**config.mk**
```make
export PLATFORM = sky130hd
export DESIGN_NAME = fpu_ex_top
export DESIGN_NICKNAME = d
export VERILOG_FILES = /design/src/source/fpu_types_pkg.sv /design/src/source/fpu_inst_pkg.sv /design/src/source/fpu_issue.sv /design/src/source/fpu_compare.sv /design/src/source/fpu_convert.sv /design/src/source/fpu_writeback.sv /design/src/source/fpu_ex_top.sv
export SDC_FILE = /design/constraint.sdc
export NUM_CORES = 1
export LEC_CHECK = 0
export BUFFER_PORTS_ARGS = -buffer_cell sky130_fd_sc_hd__buf_2
export CAP_MARGIN = 20
export CORE_MARGIN = 3
export CORE_UTILIZATION = 45
export DETAILED_ROUTE_END_ITERATION = 8
export GPL_TIMING_DRIVEN = 1
export PLACE_DENSITY = 0.75
export SYNTH_ARGS = -nofsm -noshare
export SYNTH_HDL_FRONTEND = slang
export SYNTH_SLANG_ARGS = --single-unit
export TNS_END_PERCENT = 20
```
**constraint.sdc**
```tcl
create_clock -name clk -period 10.55 [get_ports clk]
set_clock_uncertainty 0.15 [all_clocks]
set_input_delay 2.11 -clock clk [delete_from_list [all_inputs] [get_ports clk]]
set_output_delay 2.11 -clock clk [all_outputs]
set_load 0.03 [all_outputs]
```
**src/source/fpu_types_pkg.sv**
```systemverilog
package fpu_types_pkg;

	typedef logic [31:0] word_t; // also a single precision value
	typedef logic [1:0] rmode_t;
	typedef logic [4:0] fpu_flags_t; // V Z O U I
	typedef logic [5:0] fpu_cause_t; // E V Z O U I

	typedef struct packed
	{
		logic [7:0] fcc;
		logic fs;
		fpu_cause_t cause;
		fpu_flags_t enables;
		fpu_flags_t flags;
		rmode_t rm;
	} fcsr_t;

	typedef struct packed
	{
		logic invalid;
		logic unimpl;
	} fpu_except_t;

	typedef enum logic [3:0]
	{
		op_nop,
		op_mtc,
		op_mfc,
		op_ctc,
		op_cfc,
		op_neg,
		op_abs,
		op_cond,
		op_ceil,
		op_floor,
		op_trunc,
		op_round,
		op_cvts,
		op_cvtw,
		op_invalid
	} fpu_op_t;

	localparam word_t fir_value = 32'h0001_0000; // single precision only
	localparam word_t int_invalid = 32'h7fff_ffff;
	localparam int flag_v = 4;

	localparam rmode_t rm_near = 2'd0;
	localparam rmode_t rm_trunc = 2'd1;
	localparam rmode_t rm_ceil = 2'd2;
	localparam rmode_t rm_floor = 2'd3;

endpackage

```
**src/source/fpu_inst_pkg.sv**
```systemverilog
package fpu_inst_pkg;

	typedef logic [31:0] inst_t;
	typedef logic [4:0] creg_t; // fs field, inst[15:11]
	typedef logic [2:0] fcc_idx_t; // inst[10:8]
	typedef logic [3:0] cond_mask_t; // un gt lt eq

	typedef struct packed
	{
		fpu_types_pkg::fpu_op_t op;
		creg_t creg;
		fcc_idx_t fcc_idx;
		cond_mask_t cond_mask;
		fpu_types_pkg::rmode_t cvt_mode;
	} issue_t;

	localparam creg_t creg_fir = 5'd0;
	localparam creg_t creg_fccr = 5'd25;
	localparam creg_t creg_fexr = 5'd26;
	localparam creg_t creg_fenr = 5'd28;
	localparam creg_t creg_fcsr = 5'd31;

	// cycles taken by C.cond
	localparam int compare_latency = 2;

	localparam cond_mask_t cond_un = 4'b1000;
	localparam cond_mask_t cond_gt = 4'b0100;
	localparam cond_mask_t cond_lt = 4'b0010;
	localparam cond_mask_t cond_eq = 4'b0001;

endpackage

```
**src/source/fpu_issue.sv**
```systemverilog
module fpu_issue(
	input  logic clk,
	input  logic rst_n,
	input  logic flush,
	input  fpu_types_pkg::fpu_op_t op,
	input  fpu_inst_pkg::inst_t inst,
	output fpu_inst_pkg::issue_t issue,
	output logic is_busy,
	output logic commit
);
	import fpu_types_pkg::*;
	import fpu_inst_pkg::*;

	localparam int stage_w = compare_latency - 1;

	logic [2:0] latency;
	logic [stage_w-1:0] stage; // one-hot, bit 0 marks the last cycle

	always_comb
	begin
		case (op)
			op_cond: latency = 3'(compare_latency);
			default: latency = 3'd1;
		endcase
	end

	assign is_busy = (latency > 3'd1) && !stage[0];
	assign commit = !is_busy && !flush;

	always_ff @(posedge clk or negedge rst_n)
	begin
		if (!rst_n)
			stage <= '0;
		else if (flush)
			stage <= '0;
		else if (stage != '0)
			stage <= stage >> 1;
		else if (latency > 3'd1)
			stage <= stage_w'(1) << (latency - 3'd2); // reload, also for a held op
	end

	always_comb
	begin
		issue.op = op;
		issue.creg = inst[15:11];
		issue.fcc_idx = inst[10:8];
		issue.cond_mask = '0;
		if (inst[0])
			issue.cond_mask = issue.cond_mask | cond_un;
		if (inst[1])
			issue.cond_mask = issue.cond_mask | cond_eq;
		if (inst[2])
			issue.cond_mask = issue.cond_mask | cond_lt;

		case (op)
			op_ceil: issue.cvt_mode = rm_ceil;
			op_floor: issue.cvt_mode = rm_floor;
			op_trunc: issue.cvt_mode = rm_trunc;
			default: issue.cvt_mode = rm_near; // cvtw takes fcsr rm instead
		endcase
	end

endmodule

```
**src/source/fpu_compare.sv**
```systemverilog
module fpu_compare(
	input  logic clk,
	input  logic rst_n,
	input  fpu_types_pkg::word_t reg1,
	input  fpu_types_pkg::word_t reg2,
	input  fpu_inst_pkg::issue_t issue,
	input  logic [7:0] fcc_cur,
	output logic [7:0] fcc_next
);
	import fpu_types_pkg::*;
	import fpu_inst_pkg::*;

	logic nan1;
	logic nan2;
	logic both_zero;
	word_t key1;
	word_t key2;
	cond_mask_t order;
	logic [7:0] fcc_d;

	assign nan1 = (reg1[30:23] == 8'hff) && (reg1[22:0] != '0);
	assign nan2 = (reg2[30:23] == 8'hff) && (reg2[22:0] != '0);
	assign both_zero = (reg1[30:0] == '0) && (reg2[30:0] == '0); // +0 == -0

	// sign-magnitude mapped to an unsigned order
	assign key1 = reg1[31] ? ~reg1 : {1'b1, reg1[30:0]};
	assign key2 = reg2[31] ? ~reg2 : {1'b1, reg2[30:0]};

	always_comb
	begin
		if (nan1 || nan2)
			order = cond_un;
		else if (both_zero || key1 == key2)
			order = cond_eq;
		else if (key1 < key2)
			order = cond_lt;
		else
			order = cond_gt;
	end

	always_comb
	begin
		fcc_d = fcc_cur;
		fcc_d[issue.fcc_idx] = |(order & issue.cond_mask);
	end

	always_ff @(posedge clk or negedge rst_n)
	begin
		if (!rst_n)
			fcc_next <= '0;
		else
			fcc_next <= fcc_d;
	end

endmodule

```
**src/source/fpu_convert.sv**
```systemverilog
module fpu_convert(
	input  fpu_types_pkg::word_t reg1,
	input  fpu_inst_pkg::issue_t issue,
	input  logic [1:0] rm,
	output fpu_types_pkg::word_t cvt_ret,
	output logic cvt_invalid
);
	import fpu_types_pkg::*;
	import fpu_inst_pkg::*;

	logic sign;
	logic [7:0] expo;
	logic [23:0] sig;
	rmode_t mode;
	logic [63:0] fixed;
	logic [31:0] int_part;
	logic half;
	logic rest;
	logic inexact;
	logic round_up;
	logic [32:0] mag;
	logic big;
	logic range_err;
	logic f2i_op;
	word_t int_ret;
	word_t s_mag;
	word_t s_norm;
	logic [4:0] lead;
	logic s_up;
	word_t s_ret;

	assign sign = reg1[31];
	assign expo = reg1[30:23];
	assign sig = {expo != 8'd0, reg1[22:0]};
	assign mode = (issue.op == op_cvtw) ? rm : issue.cvt_mode;
	assign f2i_op = issue.op inside {op_ceil, op_floor, op_trunc, op_round, op_cvtw};

	// magnitude scaled by 2^32, exact for exponents 118 to 158
	assign fixed = (expo >= 8'd118) ? ({40'd0, sig} << (expo - 8'd118)) : 64'd0;
	assign int_part = fixed[63:32];
	assign half = fixed[31];
	assign rest = (|fixed[30:0]) || (expo < 8'd118 && sig != '0);
	assign inexact = half || rest;

	always_comb
	begin
		case (mode)
			rm_near: round_up = half && (rest || int_part[0]); // ties to even
			rm_ceil: round_up = !sign && inexact;
			rm_floor: round_up = sign && inexact;
			default: round_up = 1'b0;
		endcase
	end

	assign mag = {1'b0, int_part} + 33'(round_up);

	// nan, inf and anything at or beyond 2^31 apart from -2^31
	assign big = (expo > 8'd158) || (expo == 8'd158 && reg1[22:0] != '0);
	assign range_err = big || (sign ? (mag > 33'h0_8000_0000) : (mag > 33'h0_7fff_ffff));
	assign int_ret = range_err ? int_invalid : (sign ? -mag[31:0] : mag[31:0]);

	// word to single
	assign s_mag = sign ? -reg1 : reg1;

	always_comb
	begin
		lead = 5'd0;
		for (int i = 0; i < 32; i++)
		begin
			if (s_mag[i])
				lead = 5'(i);
		end
	end

	assign s_norm = s_mag << (5'd31 - lead);
	assign s_up = s_norm[7] && ((|s_norm[6:0]) || s_norm[8]);

	// mantissa carry rolls into the exponent
	assign s_ret = (s_mag == '0) ? 32'd0 :
		{sign, 8'd127 + {3'd0, lead}, s_norm[30:8]} + 32'(s_up);

	assign cvt_ret = (issue.op == op_cvts) ? s_ret : int_ret;
	assign cvt_invalid = f2i_op && range_err;

endmodule

```
**src/source/fpu_writeback.sv**
```systemverilog
module fpu_writeback(
	input  logic clk,
	input  logic rst_n,
	input  fpu_inst_pkg::issue_t issue,
	input  logic commit,
	input  fpu_types_pkg::word_t gpr2,
	input  fpu_types_pkg::word_t reg1,
	input  fpu_types_pkg::word_t reg2,
	input  logic [7:0] fcc_next,
	input  fpu_types_pkg::word_t cvt_ret,
	input  logic cvt_invalid,
	output logic [1:0] rm,
	output fpu_types_pkg::fcsr_t fcsr,
	output fpu_types_pkg::word_t fpu_ret,
	output fpu_types_pkg::word_t cpu_ret,
	output fpu_types_pkg::fpu_except_t except
);
	import fpu_types_pkg::*;
	import fpu_inst_pkg::*;

	fcsr_t fcsr_d;
	word_t fccr_word;
	word_t fexr_word;
	word_t fenr_word;
	word_t fcsr_word;
	logic reg1_nan;
	logic cvt_op;

	assign rm = fcsr.rm;
	assign reg1_nan = (reg1[30:23] == 8'hff) && (reg1[22:0] != '0);
	assign cvt_op = issue.op inside {op_ceil, op_floor, op_trunc, op_round, op_cvtw, op_cvts};

	assign fccr_word = {24'd0, fcsr.fcc};
	assign fexr_word = {14'd0, fcsr.cause, 5'd0, fcsr.flags, 2'd0};
	assign fenr_word = {20'd0, fcsr.enables, 4'd0, fcsr.fs, fcsr.rm};
	assign fcsr_word = {fcsr.fcc[7:1], fcsr.fs, fcsr.fcc[0], 5'd0,
		fcsr.cause, fcsr.enables, fcsr.flags, fcsr.rm};

	always_comb
	begin
		except = '0;
		case (issue.op)
			op_neg, op_abs: except.invalid = reg1_nan;
			op_invalid: except.unimpl = 1'b1;
			default: except.invalid = cvt_invalid; // only set for float to word
		endcase
	end

	// each update is idempotent while the op is held
	always_comb
	begin
		fcsr_d = fcsr;
		if (issue.op == op_cond)
			fcsr_d.fcc = fcc_next;
		else if (cvt_op || issue.op == op_neg || issue.op == op_abs)
			fcsr_d.flags[flag_v] = fcsr.flags[flag_v] | except.invalid; // sticky
		else if (issue.op == op_ctc)
		begin
			case (issue.creg)
				creg_fccr: fcsr_d.fcc = gpr2[7:0];
				creg_fexr:
				begin
					fcsr_d.cause = gpr2[17:12];
					fcsr_d.flags = gpr2[6:2];
				end
				creg_fenr:
				begin
					fcsr_d.enables = gpr2[11:7];
					fcsr_d.fs = gpr2[2];
					fcsr_d.rm = gpr2[1:0];
				end
				creg_fcsr: fcsr_d = {gpr2[31:25], gpr2[23], gpr2[24], gpr2[17:12],
					gpr2[11:7], gpr2[6:2], gpr2[1:0]};
				default: fcsr_d = fcsr;
			endcase
		end
	end

	always_ff @(posedge clk or negedge rst_n)
	begin
		if (!rst_n)
			fcsr <= '0;
		else if (commit)
			fcsr <= fcsr_d;
	end

	always_comb
	begin
		case (issue.op)
			op_mtc: fpu_ret = gpr2;
			op_neg: fpu_ret = reg1_nan ? reg1 : {~reg1[31], reg1[30:0]};
			op_abs: fpu_ret = reg1_nan ? reg1 : {1'b0, reg1[30:0]};
			op_ceil, op_floor, op_trunc, op_round, op_cvtw, op_cvts: fpu_ret = cvt_ret;
			default: fpu_ret = '0;
		endcase
	end

	always_comb
	begin
		cpu_ret = '0;
		if (issue.op == op_mfc)
			cpu_ret = reg2;
		else if (issue.op == op_cfc)
		begin
			case (issue.creg)
				creg_fir: cpu_ret = fir_value;
				creg_fccr: cpu_ret = fccr_word;
				creg_fexr: cpu_ret = fexr_word;
				creg_fenr: cpu_ret = fenr_word;
				creg_fcsr: cpu_ret = fcsr_word;
				default: cpu_ret = '0;
			endcase
		end
	end

endmodule

```
**src/source/fpu_ex_top.sv**
```systemverilog
module fpu_ex_top(
	input  logic clk,
	input  logic rst_n,
	input  logic flush,
	input  fpu_types_pkg::fpu_op_t op,
	input  fpu_inst_pkg::inst_t inst,
	input  fpu_types_pkg::word_t gpr2,
	input  fpu_types_pkg::word_t reg1,
	input  fpu_types_pkg::word_t reg2,
	output fpu_types_pkg::word_t fpu_ret,
	output fpu_types_pkg::word_t cpu_ret,
	output fpu_types_pkg::fpu_except_t except,
	output logic is_busy,
	output fpu_types_pkg::fcsr_t fcsr
);
	import fpu_types_pkg::*;
	import fpu_inst_pkg::*;

	issue_t issue;
	logic commit;
	logic [7:0] fcc_next;
	word_t cvt_ret;
	logic cvt_invalid;
	logic [1:0] rm;

	fpu_issue u_issue(
		.clk(clk),
		.rst_n(rst_n),
		.flush(flush),
		.op(op),
		.inst(inst),
		.issue(issue),
		.is_busy(is_busy),
		.commit(commit)
	);

	fpu_compare u_compare(
		.clk(clk),
		.rst_n(rst_n),
		.reg1(reg1),
		.reg2(reg2),
		.issue(issue),
		.fcc_cur(fcsr.fcc),
		.fcc_next(fcc_next)
	);

	fpu_convert u_convert(
		.reg1(reg1),
		.issue(issue),
		.rm(rm),
		.cvt_ret(cvt_ret),
		.cvt_invalid(cvt_invalid)
	);

	fpu_writeback u_writeback(
		.clk(clk),
		.rst_n(rst_n),
		.issue(issue),
		.commit(commit),
		.gpr2(gpr2),
		.reg1(reg1),
		.reg2(reg2),
		.fcc_next(fcc_next),
		.cvt_ret(cvt_ret),
		.cvt_invalid(cvt_invalid),
		.rm(rm),
		.fcsr(fcsr),
		.fpu_ret(fpu_ret),
		.cpu_ret(cpu_ret),
		.except(except)
	);

endmodule

```
==> results.toml, run 1 <==
[cells_and_area]
fin_nets = 2697
area_growth_pct = 32.9
drive_gt1_share_pct = 34.3
fin_cells = 2957
utilization_pct = 61.6
stdcell_area_sq_um = 19700

[critical_path]
critPathLaunchType = "primary input"
cp.arrival_ps = 8310
path_buf_inv = 8
reg2reg_depth = 24
cpLargestDelayFamily = "simple AND/OR/NAND/NOR gates"
max_stage_delay_ps = 440
rr_endpoint = "u_writeback.fcsr[6]"
worst_path_max_delay_cell = "nor4_4"
worstPathRequired_ps = 8290
crit_end = "fpu_ret[22]"
critPathMostFrequentCell = "buf_6"
crit_cells = 32
r2r_slack_ps = 4680
critical_path_peak_fanout = 6
path_class = "primary input to output pin"
reg2reg_from = "u_writeback.rm[1]"
cp-startpoint = "reg1[25]"
end_kind = "output pin"

[clock_tree]
insertion_delay_ps = 290
hold_buffers = 0
htreeDepth = 2
clk_pin_slew_ps = 60
cts_sinks = 36
cts_buffers = 5
clk_path_buf_depth = 2
cts_tree = "done"
root_buffer = "clkbuf_16"

[logic_synthesis]
yosys-mux-area-fraction_pct = 10.2
yosys-top-cells-area = "dfrtp_1 (6.1%), xnor2_1 (6.0%), nand2_1 (4.9%)"
syn_nets = 2272
synth_edf_count = 0
synth_xor_xnor_area_share_pct = 10.4
synthAdderAreaFrac_pct = 3.63
synth_area_leader_cell = "dfrtp_1"
synth-compound-area-share_pct = 33.1
syn_avg_cell_area_sq_um = 7.08
synthCells = 2094
synthDistinctLibCells = 120
post-synth-top-area-fraction_pct = 6.08
ys_ff_latch = 36
synthMostInstantiatedCell = "nand2_1"
async_reset_ff_share_pct = 100
netlist_area_sq_um = 14800
ys_warn_count = 0
synth.top_cells.by_count = "nand2_1 (193), nor2_1 (152), a21oi_1 (120)"
yosysSeqAreaShare_pct = 6.08
synth_top_family_by_area = "compound AO/OA/AOI/OAI gates"
yosys.area_share.simple_pct = 30.2
ys.flop_type = "dfrtp_1"

[detailed_routing]
routed_wl_um = 80400
route.detailed.wl_per_inst_um = 27.2
dr.pass1.iters = 7
drc = 0
via_count = 20700
drtIter0Drc = 3143
ant_nets = 0
viasPerCell = 6.99

[sta]
fin_crit_sh_pct = 100
relSlewSlack_pct = 29.5
drv_slew = 0
hold_ws_ps = 304
worst_pin_slew_ps = 1050
rsz0062_at_grt = "yes"
fin_ws_ps = -18.8
fin_tns_setup_ps = -18.8
fmax_ghz = 0.0946
setup_violations = 1
finalHoldViolCount = 0
min_period_ps = 10570

[power_and_ir_drop]
power_frac_clock_pct = 10.7
p_sw_share_pct = 52.5
seqPwrFrac_pct = 9.0
power_density_nw_per_um2 = 86.0
p_comb_share_pct = 80.3
p_leak_nw = 8.03
p_sw_mw = 0.890
intPower_mw = 0.804
peakVddDrop_mv = 0.0869

[placed_design]
dp_cells = 2930
dpl_cell_area_sq_um = 18600
dp_hpwl_um = 64000
port_buffers = 207
place.gp.congestion = 1.07

[floorplanning]
die_h_um = 187
initial_utilization_pct = 46.4
die_area_sq_um = 35100
num_rows = 65
die_x_um = 187
io_pins = 229
core_sq_um = 32000

[grt]
grt_pass1_vias = 19300
grt.overflow.total = 0
grt_pass1_wl_um = 118000
antenna_found_initial = 2
grt_max_degree = 64
grtUsageTotal_pct = 42.4

[min_path]
hold_path_class = "register to register"

[run]
max-cap-violations = 0

[outcome]
status = "complete, but fails checks"
violations = "setup timing"
[final cells by class]
type | count | area (sq um)
Antenna cell | 2 | 5.00
Timing Repair Buffer | 600 | 4230
Multi-Input combinational cell | 1838 | 13700
Tap cell | 435 | 544
Clock inverter | 3 | 42.5
Fill cell | 2910 | 12300
Clock buffer | 5 | 125
Sequential cell | 36 | 901
Inverter | 38 | 156
[metal layers]
layer / vias up / global-route usage, % / part of all wire [%]
li1: 8984 / - / -
met1: 9766 / 56.0 / 39
met2: 1536 / 65.4 / 43
met3: 387 / 7.53 / 11
met4: 0 / 23.8 / 7.9
met5: - / 0 / 0
[registers in the layout, indices dropped and copies added (netlist names)]
signal / flops
u_writeback.rm: 2
u_writeback.fcsr: 25
u_compare.fcc_next: 8
u_issue.stage: 1
[placed cells by master (no fill, tap or decap), types with 22 or more instances in the layout]
| cell | instances |
|---|---|
| nand2_1 | 192 |
| dfrtp_1 | 36 |
| and2_1 | 37 |
| ha_1 | 38 |
| nand2b_1 | 22 |
| inv_1 | 32 |
| o211ai_1 | 28 |
| nor2b_1 | 22 |
| a31oi_1 | 24 |
| a22o_1 | 38 |
| nand4_1 | 51 |
| nor4_1 | 42 |
| a211oi_1 | 28 |
| nand3_1 | 76 |
| xor2_1 | 72 |
| xnor2_1 | 99 |
| o21ai_0 | 73 |
| mux2_2 | 47 |
| nor2_1 | 146 |
| mux2i_1 | 37 |
| buf_2 | 200 |
| buf_4 | 371 |
| o22ai_1 | 27 |
| a221oi_1 | 22 |
| a21oi_1 | 114 |
| nor3_1 | 69 |
[what timing repair did]
| item | 4_1_cts | 5_1_grt |
|---|---|---|
| gates resized for setup | 13 | 164 |
| cloned | 0 | 1 |
| buffers inserted | 1 | 15 |
| pin swaps | 3 | 44 |
| endpoints found under the setup margin | 33 | 33 |
[power by group through the flow]
| stage | Sequential (mW) | Combinational [mW] | Clock (mW) |
|---|---|---|---|
| global placement | 0.154 | 1.22 | 0 |
| global route | 0.153 | 1.42 | 0.185 |
| floorplan | 0.162 | 0.704 | 0 |
| detailed placement | 0.154 | 1.24 | 0 |
| CTS | 0.152 | 1.25 | 0.178 |
| finish | 0.152 | 1.36 | 0.181 |
[how the worst min path moves through the flow]
stage	startpoint	end	slack (ps)	cells past startpoint
2_1_floorplan	u_issue.stage	u_issue.stage	260	1
3_3_place_gp	u_issue.stage	u_issue.stage	270	1
3_5_place_dp	u_issue.stage	u_issue.stage	290	1
4_1_cts	u_issue.stage	u_issue.stage	290	1
5_1_grt	u_issue.stage	u_issue.stage	310	1
6_report	u_issue.stage	u_issue.stage	300	1
[per-stage QoR]
| step | total power, mW | setup WS (ps) |
|---|---|---|
| after floorplan | 0.865 | 22.6 |
| after global placement | 1.38 | -179 |
| after detailed placement | 1.39 | -334 |
| after CTS | 1.58 | 6.26 |
| after global routing | 1.76 | -242 |
| final | 1.69 | -18.8 |
[worst reg2reg max path: stages (launching register included)]
cell,delay [ps]
dfrtp_1,450
nand2_1,90
a211oi_1,510
and2_1,240
o21ai_1,80
a31oi_1,160
nor2_1,70
nor2_1,130
ha_2,280
buf_6,120
nand4_1,270
nor4_4,440
mux2i_1,160
a21o_1,220
or3b_4,420
nor4b_4,390
nand4_1,190
buf_4,190
a21boi_4,200
buf_4,210
o22ai_1,80
nand2b_1,90
o311ai_1,170
buf_4,180
o31a_1,260
[kinds of logic after synthesis]
group	Yosys count
flip-flops	36
buffers and inverters	220
AO/OA/AOI/OAI	660
multiplexers	118
AND/OR/NAND/NOR	841
adder cells (fa/ha/maj)	43
XOR/XNOR	176
No activity file was read; power rests on OpenSTA's default activity.
==> inputs of run 2 (changes only) <==
--- a/config.mk
+++ b/config.mk
@@ -7,6 +7,7 @@
 export LEC_CHECK = 0
 export BUFFER_PORTS_ARGS = -buffer_cell sky130_fd_sc_hd__buf_2
 export CAP_MARGIN = 20
+export CORE_ASPECT_RATIO = 1.1
 export CORE_MARGIN = 3
 export CORE_UTILIZATION = 45
 export DETAILED_ROUTE_END_ITERATION = 8
==> results.toml, run 2 (synthesis results as in run 1) <==
[detailed_routing]
route.detailed.wl_per_inst_um = 26.8
drtIter0Drc = 2772
dr.pass1.iters = 7
viasPerCell = 6.92
via_count = 20500
routed_wl_um = 79500
drc = 0
ant_nets = 0

[critical_path]
end_kind = "output pin"
path_buf_inv = 8
cpLargestDelayFamily = "compound AO/OA/AOI/OAI gates"
worstPathRequired_ps = 8290
critical_path_peak_fanout = 10
path_class = "primary input to output pin"
critPathMostFrequentCell = "buf_4"
cp.arrival_ps = 8190
max_stage_delay_ps = 670
worst_path_max_delay_cell = "or4b_2"
critPathLaunchType = "primary input"

[grt]
met3_usage_pct = 8.15
use_met1_pct = 56.1
grt.overflow.total = 0
grt_max_degree = 72
grtUsageTotal_pct = 43.1
grt.busiest_layer = "met2"
met2_usage_pct = 66.0
grt_pass1_wl_um = 117000
grt_pass1_vias = 19000
antenna_found_initial = 3

[sta]
relSlewSlack_pct = 27.4
min_period_ps = 10450
fin_crit_sh_pct = 99.0
drv_slew = 0
worst_pin_slew_ps = 1080
rsz0062_at_grt = "yes"
fmax_ghz = 0.0957
hold_ws_ps = 297
finalHoldViolCount = 0
fin_ws_ps = 102
setup_violations = 0

[clock_tree]
hold_buffers = 0
insertion_delay_ps = 290
cts_buffers = 5
clk_pin_slew_ps = 60
cts_tree = "done"
root_buffer = "clkbuf_16"
htreeDepth = 2
clk_path_buf_depth = 2
cts_sinks = 36

[cells_and_area]
nFillCells = 3045
mostFrequentLayoutCells = "buf_4 (401), buf_2 (198), nand2_1 (193)"
drive_gt1_share_pct = 34.4
fin_nets = 2713
largest_reg_flops = 25
utilization_pct = 60.5
final_common_cell = "buf_4"
stdcell_area_sq_um = 19600
area_growth_pct = 32.3
regMostFlops = "u_writeback.fcsr"

[power_and_ir_drop]
peakVddDrop_mv = 0.0608
power_density_nw_per_um2 = 84.9
p_leak_nw = 8.09

[floorplanning]
num_rows = 69
die_area_sq_um = 35100
core_sq_um = 32400
die_x_um = 179
io_pins = 229
initial_utilization_pct = 45.8
die_h_um = 196

[outcome]
status = "completed"

[placed_design]
place.gp.congestion = 1.09
dpl_cell_area_sq_um = 18800
dp_slack_ps = -339
dp_hpwl_um = 64000
port_buffers = 207

[min_path]
hold_path_class = "register to register"

[run]
max-cap-violations = 0
[run 2: cell type report]
type | count | area [sq um] | share of cell area [%]
well taps | 426 | 533 | 2.72
flip-flops and latches | 36 | 901 | 4.60
clock inverters | 2 | 13.8 | 0.0702
multi-input cells | 1838 | 13600 | 69.5
clock buffers | 6 | 139 | 0.709
repair buffers | 616 | 4240 | 21.6
inverters | 38 | 148 | 0.753
diodes | 3 | 7.51 | 0.0383
[run 2: through the flow]
stage                     setup TNS [ps]  power, mW  instances
after floorplan                        0      0.865       2094
after global placement             -5700       1.39       2951
after detailed placement           -7240       1.40       2951
after CTS                              0       1.57       2959
after global routing               -1080       1.73       2964
final                                  0       1.66       2965
[run 2: report_power, final]
part | internal [mW] | switching [mW] | total, mW
Sequential | 0.145 | 0.00765 | 0.152
Combinational | 0.540 | 0.811 | 1.35
Clock | 0.0946 | 0.0649 | 0.159
[run 2: worst reg2reg max path: cells and delay by family, from the launching register on]
family,cells,cell delay [ps]
flops,1,430
compound gates,9,1840
buf+inv,6,960
fa+ha+maj,1,220
simple gates,10,1920
[run 2: routing by layer]
layer	vias up	part of all wire [%]
li1	9024	-
met1	9691	38
met2	1447	44
met3	359	10
met4	0	8.1
met5	-	0
[run 2: final timing paths]
kind,slack (ps),cells past startpoint,from,end
max,100,25,reg1[1],fpu_ret[19]
min reg2reg,300,1,u_issue.stage,u_issue.stage
min in group asynchronous,1780,1,rst_n,u_writeback.fcsr[4]
max reg2reg,4900,26,u_writeback.rm[1],u_writeback.fcsr[6]
min,300,1,u_issue.stage,u_issue.stage
max in group asynchronous,7920,1,rst_n,u_writeback.fcsr[15]
[run 2: repair_timing]
action,4_1_cts,5_1_grt
buffers inserted,0,3
resized for setup,25,110
setup endpoints to repair,33,33
pin swaps,4,27
